`src/source/ppu_defines.svh`:
```
`ifndef PPU_DEFINES_SVH
`define PPU_DEFINES_SVH

`define PPU_N               8  // posit word width
`define PPU_ES              0  // exponent field size

// signed total exponent wide enough to hold the sum of two operand exponents
`define PPU_TE_BITS         (`PPU_ES + $clog2(`PPU_N) + 2)

`define PPU_FRAC_FULL_SIZE  (`PPU_N - `PPU_ES - 2)  // fraction bits plus the hidden one

`endif

```
`src/source/ppu_pkg.sv`:
```
`include "ppu_defines.svh"

package ppu_pkg;

  typedef logic [`PPU_N-1:0] posit_t;

  typedef enum logic [1:0] {
    OP_NOP = 2'd0,
    OP_ADD = 2'd1,
    OP_SUB = 2'd2,
    OP_MUL = 2'd3
  } operation_e;

  typedef logic signed [`PPU_TE_BITS-1:0] exponent_t;

  // decoded operand, value is (-1)^sign * 1.frac * 2^total_exponent
  typedef struct packed {
    logic                           sign;
    exponent_t                      total_exponent;
    logic [`PPU_FRAC_FULL_SIZE-1:0] frac;  // hidden one sits at the msb
  } fir_t;

  typedef struct packed {
    logic   is_zero;
    logic   is_nar;
    posit_t posit;  // forced result when either flag is set
  } posit_special_t;

  typedef struct packed {
    logic                             sign;
    exponent_t                        total_exponent;
    logic [2*`PPU_FRAC_FULL_SIZE-1:0] frac;  // binary point sits below the top two bits
    logic                             sticky;  // or of every bit dropped during alignment
  } ops_result_t;

endpackage

```
`src/source/extraction.sv`:
```
`include "ppu_defines.svh"

module extraction #(
  parameter int N  = `PPU_N,
  parameter int ES = `PPU_ES
) (
  input  ppu_pkg::posit_t         p1_i,
  input  ppu_pkg::posit_t         p2_i,
  input  ppu_pkg::operation_e     op_i,
  output ppu_pkg::fir_t           fir1_o,
  output ppu_pkg::fir_t           fir2_o,
  output ppu_pkg::posit_special_t p_special_o
);

  import ppu_pkg::*;

  localparam int     F   = `PPU_FRAC_FULL_SIZE;
  localparam posit_t NAR = {1'b1, {(N - 1){1'b0}}};

  logic zero1;
  logic zero2;
  logic nar1;
  logic nar2;

  function automatic fir_t decode(input posit_t p);
    fir_t         fir;
    posit_t       mag;
    logic [N-2:0] body;
    logic [N-2:0] rest;
    logic         run_on;
    int           run;
    int           k;
    int           exp_val;
    mag = p[N-1] ? (~p + 1'b1) : p;  // negative posits decode from their two's complement
    body = mag[N-2:0];
    run = 0;
    run_on = 1'b1;
    for (int i = N - 2; i >= 0; i--) begin
      run_on = run_on & (body[i] == body[N-2]);  // leading run of the regime bit
      run = run + int'(run_on);
    end
    k = body[N-2] ? run - 1 : -run;
    rest = body << (run + 1);  // drop regime and its terminating bit
    exp_val = int'(rest >> (N - 1 - ES));
    fir.sign = p[N-1];
    fir.total_exponent = exponent_t'(k * (1 << ES) + exp_val);
    fir.frac = {1'b1, rest[N-2-ES -: F-1]};
    if (p == '0) begin
      // zero sits below minpos so it never wins the alignment compare
      fir.total_exponent = exponent_t'(-(N - 1) * (1 << ES));
      fir.frac = '0;
    end
    return fir;
  endfunction

  assign zero1 = (p1_i == '0);
  assign zero2 = (p2_i == '0);
  assign nar1  = (p1_i == NAR);
  assign nar2  = (p2_i == NAR);

  always_comb begin
    fir1_o = decode(p1_i);
    fir2_o = decode(p2_i);
    if (op_i == OP_SUB) begin
      fir2_o.sign = ~fir2_o.sign;  // a - b is handled as a + (-b)
    end
    p_special_o.is_nar  = (op_i != OP_NOP) && (nar1 || nar2);
    // a nop always yields the zero posit, like the cleared register
    p_special_o.is_zero = (op_i == OP_NOP) ||
                          ((op_i == OP_MUL) && (zero1 || zero2) && !(nar1 || nar2));
    p_special_o.posit   = p_special_o.is_nar ? NAR : '0;
  end

endmodule

```
`src/source/fir_ops.sv`:
```
`include "ppu_defines.svh"

module fir_ops #(
  parameter int N = `PPU_N
) (
  input  logic                    clk_i,
  input  logic                    rst_i,
  input  logic                    stall_i,
  input  ppu_pkg::operation_e     op_i,
  input  ppu_pkg::fir_t           fir1_i,
  input  ppu_pkg::fir_t           fir2_i,
  input  ppu_pkg::posit_special_t p_special_i,
  output ppu_pkg::ops_result_t    ops_result_o,
  output ppu_pkg::posit_special_t special_o,
  output ppu_pkg::operation_e     op_o
);

  import ppu_pkg::*;

  localparam int F   = `PPU_FRAC_FULL_SIZE;
  localparam int W   = 2 * F;  // raw result width that fits the full product
  localparam int SHW = $clog2(2 * N) + 1;  // enough to hold a shift clamped at W

  fir_t           big_fir;
  fir_t           small_fir;
  logic [SHW-1:0] shamt;
  logic [W-1:0]   big_al;
  logic [W-1:0]   small_al;
  logic [2*W-1:0] small_sh;
  logic           sticky_add;
  logic [W-1:0]   add_mag;
  logic           add_sign;
  ops_result_t    sum_res;
  ops_result_t    mul_res;
  ops_result_t    result_d;
  ops_result_t    result_q;
  posit_special_t special_q;
  operation_e     op_q;

  always_comb begin : align
    int diff;
    if (fir1_i.total_exponent >= fir2_i.total_exponent) begin
      big_fir   = fir1_i;
      small_fir = fir2_i;
    end else begin
      big_fir   = fir2_i;
      small_fir = fir1_i;
    end
    diff = int'(big_fir.total_exponent) - int'(small_fir.total_exponent);
    shamt = (diff > W) ? SHW'(W) : SHW'(diff);  // past W every bit is already sticky
    big_al = W'(big_fir.frac) << (F - 1);
    // lower half catches the bits shifted out of the aligned word
    small_sh = {W'(small_fir.frac) << (F - 1), {W{1'b0}}} >> shamt;
    small_al = small_sh[2*W-1:W];
    sticky_add = |small_sh[W-1:0];
  end

  always_comb begin : add_sub
    if (big_fir.sign == small_fir.sign) begin
      add_mag  = big_al + small_al;
      add_sign = big_fir.sign;
    end else if (big_al >= small_al) begin
      // dropped bits make the true difference slightly smaller, so borrow one lsb
      add_mag  = big_al - small_al - W'(sticky_add);
      add_sign = big_fir.sign;
    end else begin
      add_mag  = small_al - big_al;  // only reached with equal exponents where no bit is dropped
      add_sign = small_fir.sign;
    end
    sum_res.sign           = add_sign;
    sum_res.total_exponent = big_fir.total_exponent;
    sum_res.frac           = add_mag;
    sum_res.sticky         = sticky_add;
  end

  always_comb begin : mul
    mul_res.sign           = fir1_i.sign ^ fir2_i.sign;
    mul_res.total_exponent = fir1_i.total_exponent + fir2_i.total_exponent;
    mul_res.frac           = fir1_i.frac * fir2_i.frac;  // exact product with a value in [1, 4)
    mul_res.sticky         = 1'b0;
  end

  assign result_d = (op_i == OP_MUL) ? mul_res : sum_res;

  always_ff @(posedge clk_i) begin
    if (rst_i) begin
      result_q  <= '0;
      special_q <= '0;
      op_q      <= OP_NOP;
    end else if (!stall_i) begin
      result_q  <= result_d;
      special_q <= p_special_i;  // stays aligned with its own operands
      op_q      <= op_i;
    end
  end

  assign ops_result_o = result_q;
  assign special_o    = special_q;
  assign op_o         = op_q;

endmodule

```
`src/source/normalization.sv`:
```
`include "ppu_defines.svh"

module normalization #(
  parameter int N  = `PPU_N,
  parameter int ES = `PPU_ES
) (
  input  ppu_pkg::ops_result_t    ops_result_i,
  input  ppu_pkg::posit_special_t p_special_i,
  output ppu_pkg::posit_t         posit_o
);

  import ppu_pkg::*;

  localparam int     F      = `PPU_FRAC_FULL_SIZE;
  localparam int     W      = 2 * F;
  localparam int     T      = ES + W - 1;  // exponent and fraction bits behind the regime
  localparam int     BW     = N + T;
  localparam posit_t MAXPOS = {1'b0, {(N - 1){1'b1}}};
  localparam posit_t MINPOS = posit_t'(1);

  int             msb;
  int             te_n;
  int             k;
  int             kc;
  int             rl;
  int             e_val;
  logic [W-1:0]   norm;
  logic [T-1:0]   tail;
  logic [N-1:0]   regime_word;
  logic [BW-1:0]  bits;
  logic [N-2:0]   body;
  logic           guard;
  logic           round_sticky;
  logic           round_up;
  posit_t         mag;
  posit_t         posit;

  always_comb begin
    msb = 0;
    for (int i = 0; i < W; i++) begin
      if (ops_result_i.frac[i]) begin
        msb = i;  // position of the leading one
      end
    end
    te_n  = int'(ops_result_i.total_exponent) + msb - (W - 2);
    k     = te_n >>> ES;  // floor division by 2^es
    e_val = te_n - k * (1 << ES);
    norm  = ops_result_i.frac << (W - 1 - msb);
    tail  = T'(norm[W-2:0]) | (T'(e_val) << (W - 1));

    // clamped copy keeps the shifts in range, saturation below covers the rest
    kc = (k > N - 2) ? N - 2 : ((k < -(N - 1)) ? -(N - 1) : k);
    if (kc >= 0) begin
      regime_word = ~({N{1'b1}} >> (kc + 1));  // kc+1 ones then a zero
      rl = kc + 2;
    end else begin
      regime_word = {1'b1, {(N - 1){1'b0}}} >> (-kc);  // -kc zeros then a one
      rl = 1 - kc;
    end
    bits = {regime_word, {T{1'b0}}} | (BW'(tail) << (N - rl));

    body         = bits[BW-1 -: N-1];
    guard        = bits[T];
    round_sticky = (|bits[T-1:0]) | ops_result_i.sticky;
    round_up     = guard & (round_sticky | body[0]);  // nearest, ties to even
    mag          = {1'b0, body + round_up};
    if (k >= N - 2) begin
      mag = MAXPOS;
    end else if (k < -(N - 2)) begin
      mag = MINPOS;  // a nonzero result never rounds to zero
    end
    posit = ops_result_i.sign ? (~mag + 1'b1) : mag;

    if (p_special_i.is_nar || p_special_i.is_zero) begin
      posit_o = p_special_i.posit;
    end else if (ops_result_i.frac == '0) begin
      posit_o = '0;  // exact cancellation
    end else begin
      posit_o = posit;
    end
  end

endmodule

```
`src/source/ppu_core_ops.sv`:
```
`include "ppu_defines.svh"

module ppu_core_ops #(
  parameter int N  = `PPU_N,
  parameter int ES = `PPU_ES
) (
  input  logic                clk_i,
  input  logic                rst_i,
  input  logic                stall_i,
  input  ppu_pkg::posit_t     p1_i,
  input  ppu_pkg::posit_t     p2_i,
  input  ppu_pkg::operation_e op_i,
  output ppu_pkg::operation_e op_o,
  output ppu_pkg::posit_t     pout_o
);

  import ppu_pkg::*;

  fir_t           fir1;
  fir_t           fir2;
  posit_special_t p_special;
  posit_special_t special_q;
  ops_result_t    ops_result;

  extraction #(
    .N           (N),
    .ES          (ES)
  ) extraction_inst (
    .p1_i        (p1_i),
    .p2_i        (p2_i),
    .op_i        (op_i),
    .fir1_o      (fir1),
    .fir2_o      (fir2),
    .p_special_o (p_special)
  );

  // the only register stage of the core
  fir_ops #(
    .N            (N)
  ) fir_ops_inst (
    .clk_i        (clk_i),
    .rst_i        (rst_i),
    .stall_i      (stall_i),
    .op_i         (op_i),
    .fir1_i       (fir1),
    .fir2_i       (fir2),
    .p_special_i  (p_special),
    .ops_result_o (ops_result),
    .special_o    (special_q),
    .op_o         (op_o)
  );

  normalization #(
    .N            (N),
    .ES           (ES)
  ) normalization_inst (
    .ops_result_i (ops_result),
    .p_special_i  (special_q),
    .posit_o      (pout_o)
  );

endmodule

```
`config.mk`:
```
export PLATFORM = sky130hd
export DESIGN_NAME = ppu_core_ops
export DESIGN_NICKNAME = d
export VERILOG_FILES = /design/src/source/ppu_pkg.sv /design/src/source/extraction.sv /design/src/source/fir_ops.sv /design/src/source/normalization.sv /design/src/source/ppu_core_ops.sv
export VERILOG_INCLUDE_DIRS = /design/src /design/src/source
export SDC_FILE = /design/constraint.sdc
export NUM_CORES = 1
export LEC_CHECK = 0
export BUFFER_PORTS_ARGS = -buffer_cell sky130_fd_sc_hd__buf_2
export CORE_ASPECT_RATIO = 0.7
export CORE_UTILIZATION = 43
export DETAILED_ROUTE_END_ITERATION = 8
export PLACE_DENSITY_LB_ADDON = 0.05
export REMOVE_ABC_BUFFERS = 1
export SLEW_MARGIN = 10
export SYNTH_ARGS = -nofsm -noshare
export SYNTH_HDL_FRONTEND = slang
export SYNTH_HIERARCHICAL = 1
export SYNTH_SLANG_ARGS = --single-unit
```
`constraint.sdc`:
```
create_clock -name clk_i -period 34 [get_ports clk_i]
set_input_delay 6.8 -clock clk_i [delete_from_list [all_inputs] [get_ports clk_i]]
set_output_delay 6.8 -clock clk_i [all_outputs]
set_load 0.005 [all_outputs]
```
==> impl_metrics.ini, run 1 <==
[sta]
period_share_pct = 55.26
final.setup.tns_ns = 0
setup_viol = 0
finalClockSkew_ns = 0
period_needed_ns = 18.79
maxSlewViolCount = 0
slew_headroom_pct = 28.88
hold_viol_final = 0
rsz0062_at_grt = no
fmax_mhz = 53.22
worst_pin_slew_ns = 1.066

[logic_synthesis]
async_flop_share_pct = 0
synth_compound_area_share_pct = 32.40
yosys.area_share.simple_pct = 26.27
synthFlopType = dfxtp_1
synthDistinctLibCells = 122
synth-xor-area-share_pct = 4.932
postSynthAreaPerCell_um2 = 7.243
ys_warn_count = 6
ys_seq_area_share_pct = 5.797
synth-edff-count = 0
synth_area_um2 = 10710
synth_fa_ha_area_share_pct = 16.27
ys_seq_elements = 31
synth_top_family_by_area = compound AO/OA/AOI/OAI gates
netlist_instances = 1478
synthMuxAreaShare_pct = 6.966

[global_routing]
globalRoute.totalOverflow = 0
grt_pass1_vias = 10290
grt_pass1_wl_um = 56420
grt_max_degree = 54
grt_usage_pct = 27.55
antenna_found_initial = 0

[placement]
gp_congestion = 0.9327
port_buffers = 30
hpwl_um = 28260

[route]
wl_per_cell_um = 19.84
ant_nets = 0
viasPerCell = 6.391
dr.pass1.iters = 6
vias = 11370
drc = 0
drt_iter0_drc = 1344
wl_um = 35300

[status]
status = finished, final reports clean

[worst_setup_path]
worstPathMaxFanout = 11
endpoint_kind = register
crit_type = in2reg
crit_slowest_cell = a31oi_1
cpPeakStageDelay_ns = 0.72
crit_buf_inv = 4
crit_arrival_ns = 19.00
rrSetupSlack_ns = 32.55
critPathRequiredTime_ns = 34.21
crit_path_start_kind = primary input
critPathTopFamily = compound AO/OA/AOI/OAI gates

[clocking]
cts_buffers = 5
cts_setup_buffers = 0
clockBufferDepth = 2
clk_latency_ns = 0.28
htreeDepth = 2
hold_buffers = 0
cts_tree = done
cts_resized = 0
cts.sinks = 31
clkTransAtPathRegs_ns = 0.06
cts-root-buf = clkbuf_16

[run]
maxCapViolCount = 0

[floorplan]
die_w_um = 190.6
core_um2 = 24050
dieArea_um2 = 25540
rows = 47
io_pins = 31
die_h_um = 134.0
initial_core_util_pct = 44.51

[finish]
n_antenna_cell = 0
nNetsFinal = 1601
area_delta_synth_final_pct = 4.547
drive_gt1_share_pct = 10.88

[min_path]
hold_path_class = reg2reg
[Yosys cell counts (all sizes together) (37+ instances only)]
cell,n,area (um^2)
a211oi,46,360.4
a21oi,88,459.2
clkbuf,42,157.7
ha,88,1101
inv,112,420.4
mux2i,46,460.4
nand2,123,464.2
nand3,41,210.2
nor2,141,554.3
nor3,44,235.2
o21ai,77,407.9
xnor2,37,339.1
[sequential cells by signal, indices dropped and copies added, names as in the netlist]
register and flops:
fir_ops_inst/ops_result_o 19, fir_ops_inst/special_o 10, fir_ops_inst/op_o 2
[cell usage in the layout (no fill, tap or decap), types with 40 or more instances in the layout]
cell      instances
a21oi_1          83
nand2_1         122
nand3_1          40
nor2_1          135
a211oi_1         43
o21ai_0          61
nor3_1           41
mux2i_1          46
inv_1           108
ha_1             88
[cell type report]
class | instances | area (um^2)
timing repair buffer | 46 | 270.3
fill | 2441 | 12860
inverter | 114 | 427.9
clock inverter | 3 | 20.02
tap | 318 | 397.9
multi-input combinational | 1262 | 9330
sequential | 31 | 620.6
clock buffer | 5 | 125.1
[metrics by stage]
step | instance area, um^2 | setup WS, ns | hold WS [ns] | std cells | util (%)
after global placement | 11050 | 15.46 | 0.4753 | 1771 | 45.93
after global routing | 11190 | 14.25 | 0.5262 | 1779 | 46.53
after floorplan | 10370 | 16.96 | 0.4552 | 1407 | -
after CTS | 11190 | 15.46 | 0.4956 | 1779 | 46.53
final | 11190 | 15.21 | 0.4880 | 1779 | 46.53
after detailed placement | 11050 | 15.15 | 0.4833 | 1771 | 45.93
[worst register-to-register path, stage by stage, from the launching register on]
cell       delay (ns)
dfxtp_1          0.55
inv_1            0.08
a2111oi_0        0.40
o221ai_1         0.23
o21ai_0          0.11
[per-layer routing]
metal  vias up  routed length (um)  global-route usage (%)
met1      5408               18880                   44.93
met3        22                3346                   6.698
met2       463               12860                   35.90
met5         -                   0                       0
li1       5477                   -                       -
met4         0                 223                   2.667
[logic make-up (layout without fill, tap and decap cells)]
| logic type | after synthesis | after routing |
|---|---|---|
| xor gates and xnor gates | 56 | 56 |
| adders and majority gates | 120 | 120 |
| other | 1 | 7 |
| buffers and inverters | 191 | 168 |
| and+or+nand+nor | 541 | 541 |
| DFF | 31 | 31 |
| muxes | 66 | 66 |
| AOI/OAI and AO/OA | 472 | 472 |
[final timing paths]
path / cells past startpoint / end / start
setup / recovery: 42 / fir_ops_inst/ops_result_o[1] / p2_i[0]
hold / removal: 2 / fir_ops_inst/special_o[9] / fir_ops_inst/special_o[9]
setup reg to reg: 4 / fir_ops_inst/ops_result_o[11] / fir_ops_inst/ops_result_o[11]
hold reg to reg: 2 / fir_ops_inst/special_o[9] / fir_ops_inst/special_o[9]
Power of run 1 is not shown: default switching activity piles up to over one toggle a cycle in this logic, so the estimate is an artifact.
==> run 2, diff against run 1 <==
==> constraint.sdc (replaced) <==
create_clock -name clk_i -period 18.8 [get_ports clk_i]
set_input_delay 3.76 -clock clk_i [delete_from_list [all_inputs] [get_ports clk_i]]
set_output_delay 3.76 -clock clk_i [all_outputs]
set_load 0.005 [all_outputs]
==> run 2 against run 1 <==
Compared with the run above: final cell count about the same; critical endpoint unchanged; count of clock-buffer cells in the layout unchanged; non-clock buffer count fell by 1; critical path type unchanged.
==> impl_metrics.ini, run 2 (synthesized netlist as in run 1, its figures left out) <==
[placement]
hpwl_um = 28610
port_buffers = 30
gp_congestion = 0.9425

[worst_setup_path]
r2r-end = fir_ops_inst/ops_result_o[11]
endpoint_kind = register
critPathTopFamily = simple AND/OR/NAND/NOR gates
crit_buf_inv = 4
crit_type = in2reg
r2r_cells = 4
cp.depth = 43
critPathRequiredTime_ns = 19.02
rrSetupSlack_ns = 17.29
cpPeakStageDelay_ns = 0.68
r2r-start = fir_ops_inst/ops_result_o[11]
worstPathMaxFanout = 11
crit_arrival_ns = 15.83
crit_path_start_kind = primary input
critPathLaunch = p2_i[0]
crit_top_cell = ha_1
crit_slowest_cell = nor3_1
setup.worst_path.end = fir_ops_inst/ops_result_o[1]

[finish]
largest_reg_flops = 19
final_cell_mix = 135 x nor2_1, 122 x nand2_1, 108 x inv_1, 88 x ha_1, 83 x a21oi_1
layout_commonest_cell = nor2_1
drive_gt1_share_pct = 10.82
area_delta_synth_final_pct = 4.698
n_antenna_cell = 0
nNetsFinal = 1600

[global_routing]
antenna_found_initial = 0
grt_pass1_vias = 10450
globalRoute.totalOverflow = 0
grt_usage_pct = 28.32
grt_pass1_wl_um = 58210
grt_max_degree = 54

[status]
status = finished, final reports clean

[floorplan]
die_h_um = 134.0
io_pins = 31
core_um2 = 24050
dieArea_um2 = 25540
die_w_um = 190.6
rows = 47
initial_core_util_pct = 44.51

[sta]
rsz0062_at_grt = no
fmax_mhz = 64.06
worst_pin_slew_ns = 1.073
setup_viol = 0
finalClockSkew_ns = 0
period_share_pct = 83.04
hold_viol_final = 0
final.setup.tns_ns = 0
slew_headroom_pct = 28.36
period_needed_ns = 15.61
maxSlewViolCount = 0

[clocking]
clkTransAtPathRegs_ns = 0.06
cts.sinks = 31
cts-root-buf = clkbuf_16
hold_buffers = 0
cts_resized = 0
clockBufferDepth = 2
htreeDepth = 2
clk_latency_ns = 0.29
cts_buffers = 5
cts_tree = done
cts_setup_buffers = 0

[route]
dr.pass1.iters = 5
wl_um = 36000
viasPerCell = 6.465
vias = 11490
drt_iter0_drc = 1075
wl_per_cell_um = 20.24
drc = 0
ant_nets = 0

[min_path]
hold_path_class = reg2reg

[run]
maxCapViolCount = 0
## run 2: worst min path at each step
stage                                        startpoint                            end  cells past startpoint
after global routing          fir_ops_inst/special_o[1]      fir_ops_inst/special_o[1]                      2
after detailed placement  fir_ops_inst/ops_result_o[14]  fir_ops_inst/ops_result_o[14]                      2
after floorplan               fir_ops_inst/special_o[8]      fir_ops_inst/special_o[8]                      2
final                     fir_ops_inst/ops_result_o[14]  fir_ops_inst/ops_result_o[14]                      2
after CTS                 fir_ops_inst/ops_result_o[14]  fir_ops_inst/ops_result_o[14]                      2
after global placement    fir_ops_inst/ops_result_o[15]  fir_ops_inst/ops_result_o[15]                      2
## run 2: per-layer routing
metal	up-vias	global-route usage [%]	share of wire, %
li1	5449	-	-
met2	518	37.13	37
met4	0	2.267	0.59
met1	5501	45.80	52
met3	26	7.535	10
met5	-	0	0
## run 2: area by class of cell
class	count	area [um^2]
fillers	2472	12840
multi-input cells	1262	9330
flip-flops and latches	31	620.6
inverters	114	427.9
well taps	318	397.9
repair buffers	45	262.8
clock buffers	5	125.1
clock inverters	3	43.79
## run 2: per-stage QoR
stage	hold slack [ns]	instances	setup slack (ns)	area, um^2	utilization [%]
after floorplan	0.4552	1407	4.799	10370	-
after CTS	0.4973	1778	3.381	11210	46.60
final	0.4937	1778	3.189	11210	46.60
after global placement	0.4742	1770	3.357	11040	45.90
after detailed placement	0.4841	1770	3.077	11040	45.90
after global routing	0.5214	1778	2.312	11210	46.60
## run 2: tightest hold or removal path, delay by kind of cell (launching register included)
| kind | cells | cell delay [ns] |
|---|---|---|
| flip-flops | 1 | 0.32 |
| AO/OA/AOI/OAI | 1 | 0.06 |
| AND/OR/NAND/NOR | 1 | 0.07 |
Power of run 2 is left out for the same reason.
==> run 3, diff against run 2 <==
==> constraint.sdc (replaced) <==
create_clock -name clk_i -period 15.2 [get_ports clk_i]
set_input_delay 3.04 -clock clk_i [delete_from_list [all_inputs] [get_ports clk_i]]
set_output_delay 3.04 -clock clk_i [all_outputs]
set_load 0.005 [all_outputs]
==> run 3 against run 2 <==
Compared with the run above: wire length decreased by 2.3%; final cell count increased by 0.62%; final area increased by 0.92%; clock skew unchanged; via count about the same.
==> impl_metrics.ini, run 3 (synthesized netlist as in run 1, its figures left out) <==
[status]
status = finished, final reports clean

[route]
drc = 0
drt_iter0_drc = 1197
viasPerCell = 6.430
wl_um = 35150
vias = 11500
ant_nets = 0
wl_per_cell_um = 19.65
dr.pass1.iters = 6

[floorplan]
dieArea_um2 = 25540
rows = 47
core_um2 = 24050
die_w_um = 190.6
initial_core_util_pct = 44.51
die_h_um = 134.0
io_pins = 31

[worst_setup_path]
crit_type = in2reg
crit_path_start_kind = primary input
worstPathMaxFanout = 8
crit_top_cell = ha_1
cpPeakStageDelay_ns = 0.56
crit_slowest_cell = fa_1
rrSetupSlack_ns = 13.72
endpoint_kind = register
crit_arrival_ns = 14.50
critPathRequiredTime_ns = 15.40

[min_path]
hold_path_class = reg2reg

[sta]
hold_viol_final = 0
slew_headroom_pct = 31.54
period_needed_ns = 14.30
rsz0062_at_grt = no
fmax_mhz = 69.94
maxSlewViolCount = 0
period_share_pct = 94.07
worst_pin_slew_ns = 1.026
final.setup.tns_ns = 0
setup_viol = 0
finalClockSkew_ns = 0

[placement]
hpwl_um = 28120
port_buffers = 30
gp_congestion = 0.9007
placed_cells = 1781

[clocking]
cts_buffers = 5
htreeDepth = 2
clk_latency_ns = 0.28
clkTransAtPathRegs_ns = 0.06
cts_setup_buffers = 0
cts_tree = done
cts-root-buf = clkbuf_16
clockBufferDepth = 2
cts.sinks = 31

[global_routing]
grt_usage_pct = 27.57
grt_pass1_wl_um = 56860
grt_max_degree = 54
antenna_found_initial = 0
grt_pass1_vias = 10530
globalRoute.totalOverflow = 0

[finish]
final-instance-count-excl-fill = 1789
layout_commonest_cell = nor2_1
area_delta_synth_final_pct = 5.656
largest_reg_flops = 19
n_antenna_cell = 0
final_cell_mix = 135 x nor2_1, 122 x nand2_1, 108 x inv_1, 87 x ha_1, 83 x a21oi_1
nNetsFinal = 1611
drive_gt1_share_pct = 11.76

[run]
maxCapViolCount = 0
[run 3: cell types whose count changed in the layout (fill, tap and decap cells not counted), sizes merged]
| cell | delta |
|---|---|
| buf | +11 |
[run 3: path summary, 6_finish.rpt]
check,from,end,cells after the start
max reg2reg,fir_ops_inst/ops_result_o[11],fir_ops_inst/ops_result_o[11],4
max,p2_i[0],fir_ops_inst/ops_result_o[12],51
min,fir_ops_inst/ops_result_o[15],fir_ops_inst/ops_result_o[15],2
min reg2reg,fir_ops_inst/ops_result_o[15],fir_ops_inst/ops_result_o[15],2
[run 3: final cells by class]
| cell class | count | area (um^2) |
|---|---|---|
| Multi-Input combinational cell | 1262 | 9350 |
| Clock buffer | 5 | 125.1 |
| Clock inverter | 3 | 43.79 |
| Sequential cell | 31 | 620.6 |
| Fill cell | 2490 | 12740 |
| Inverter | 114 | 427.9 |
| Timing Repair Buffer | 56 | 345.3 |
| Tap cell | 318 | 397.9 |
[run 3: per-stage QoR]
stage | cell area (um^2) | setup WS (ns) | util (%) | hold WS (ns)
after floorplan | 10370 | 1.919 | - | 0.4552
after global placement | 11120 | 0.8192 | 46.24 | 0.4701
after detailed placement | 11120 | 0.5400 | 46.24 | 0.4854
after CTS | 11290 | 0.7762 | 46.94 | 0.4985
after global routing | 11310 | 0.01670 | 47.03 | 0.5296
final | 11310 | 0.9013 | 47.03 | 0.4930
[run 3: layer usage]
metal / routed length [um] / global-route usage, % / up-vias
met2: 12870 / 35.94 / 480
li1: - / - / 5487
met1: 18430 / 44.61 / 5507
met5: 0 / 0 / -
met3: 3569 / 7.064 / 30
met4: 291 / 2.978 / 0
[run 3: repair_timing]
action | CTS | global route
resized for setup | 0 | 4
endpoints found under the setup margin | 0 | 2
hold buffers | 0 | 0
[run 3: worst max-delay path, delay by kind of cell]
family	cells	cell delay (ns)
buffers and inverters	6	0.78
multiplexers	2	0.18
AND/OR/NAND/NOR	12	2.71
XOR/XNOR	2	0.48
adder cells (fa/ha/maj)	11	3.62
AO/OA/AOI/OAI	18	3.65
Power of run 3 is left out for the same reason.
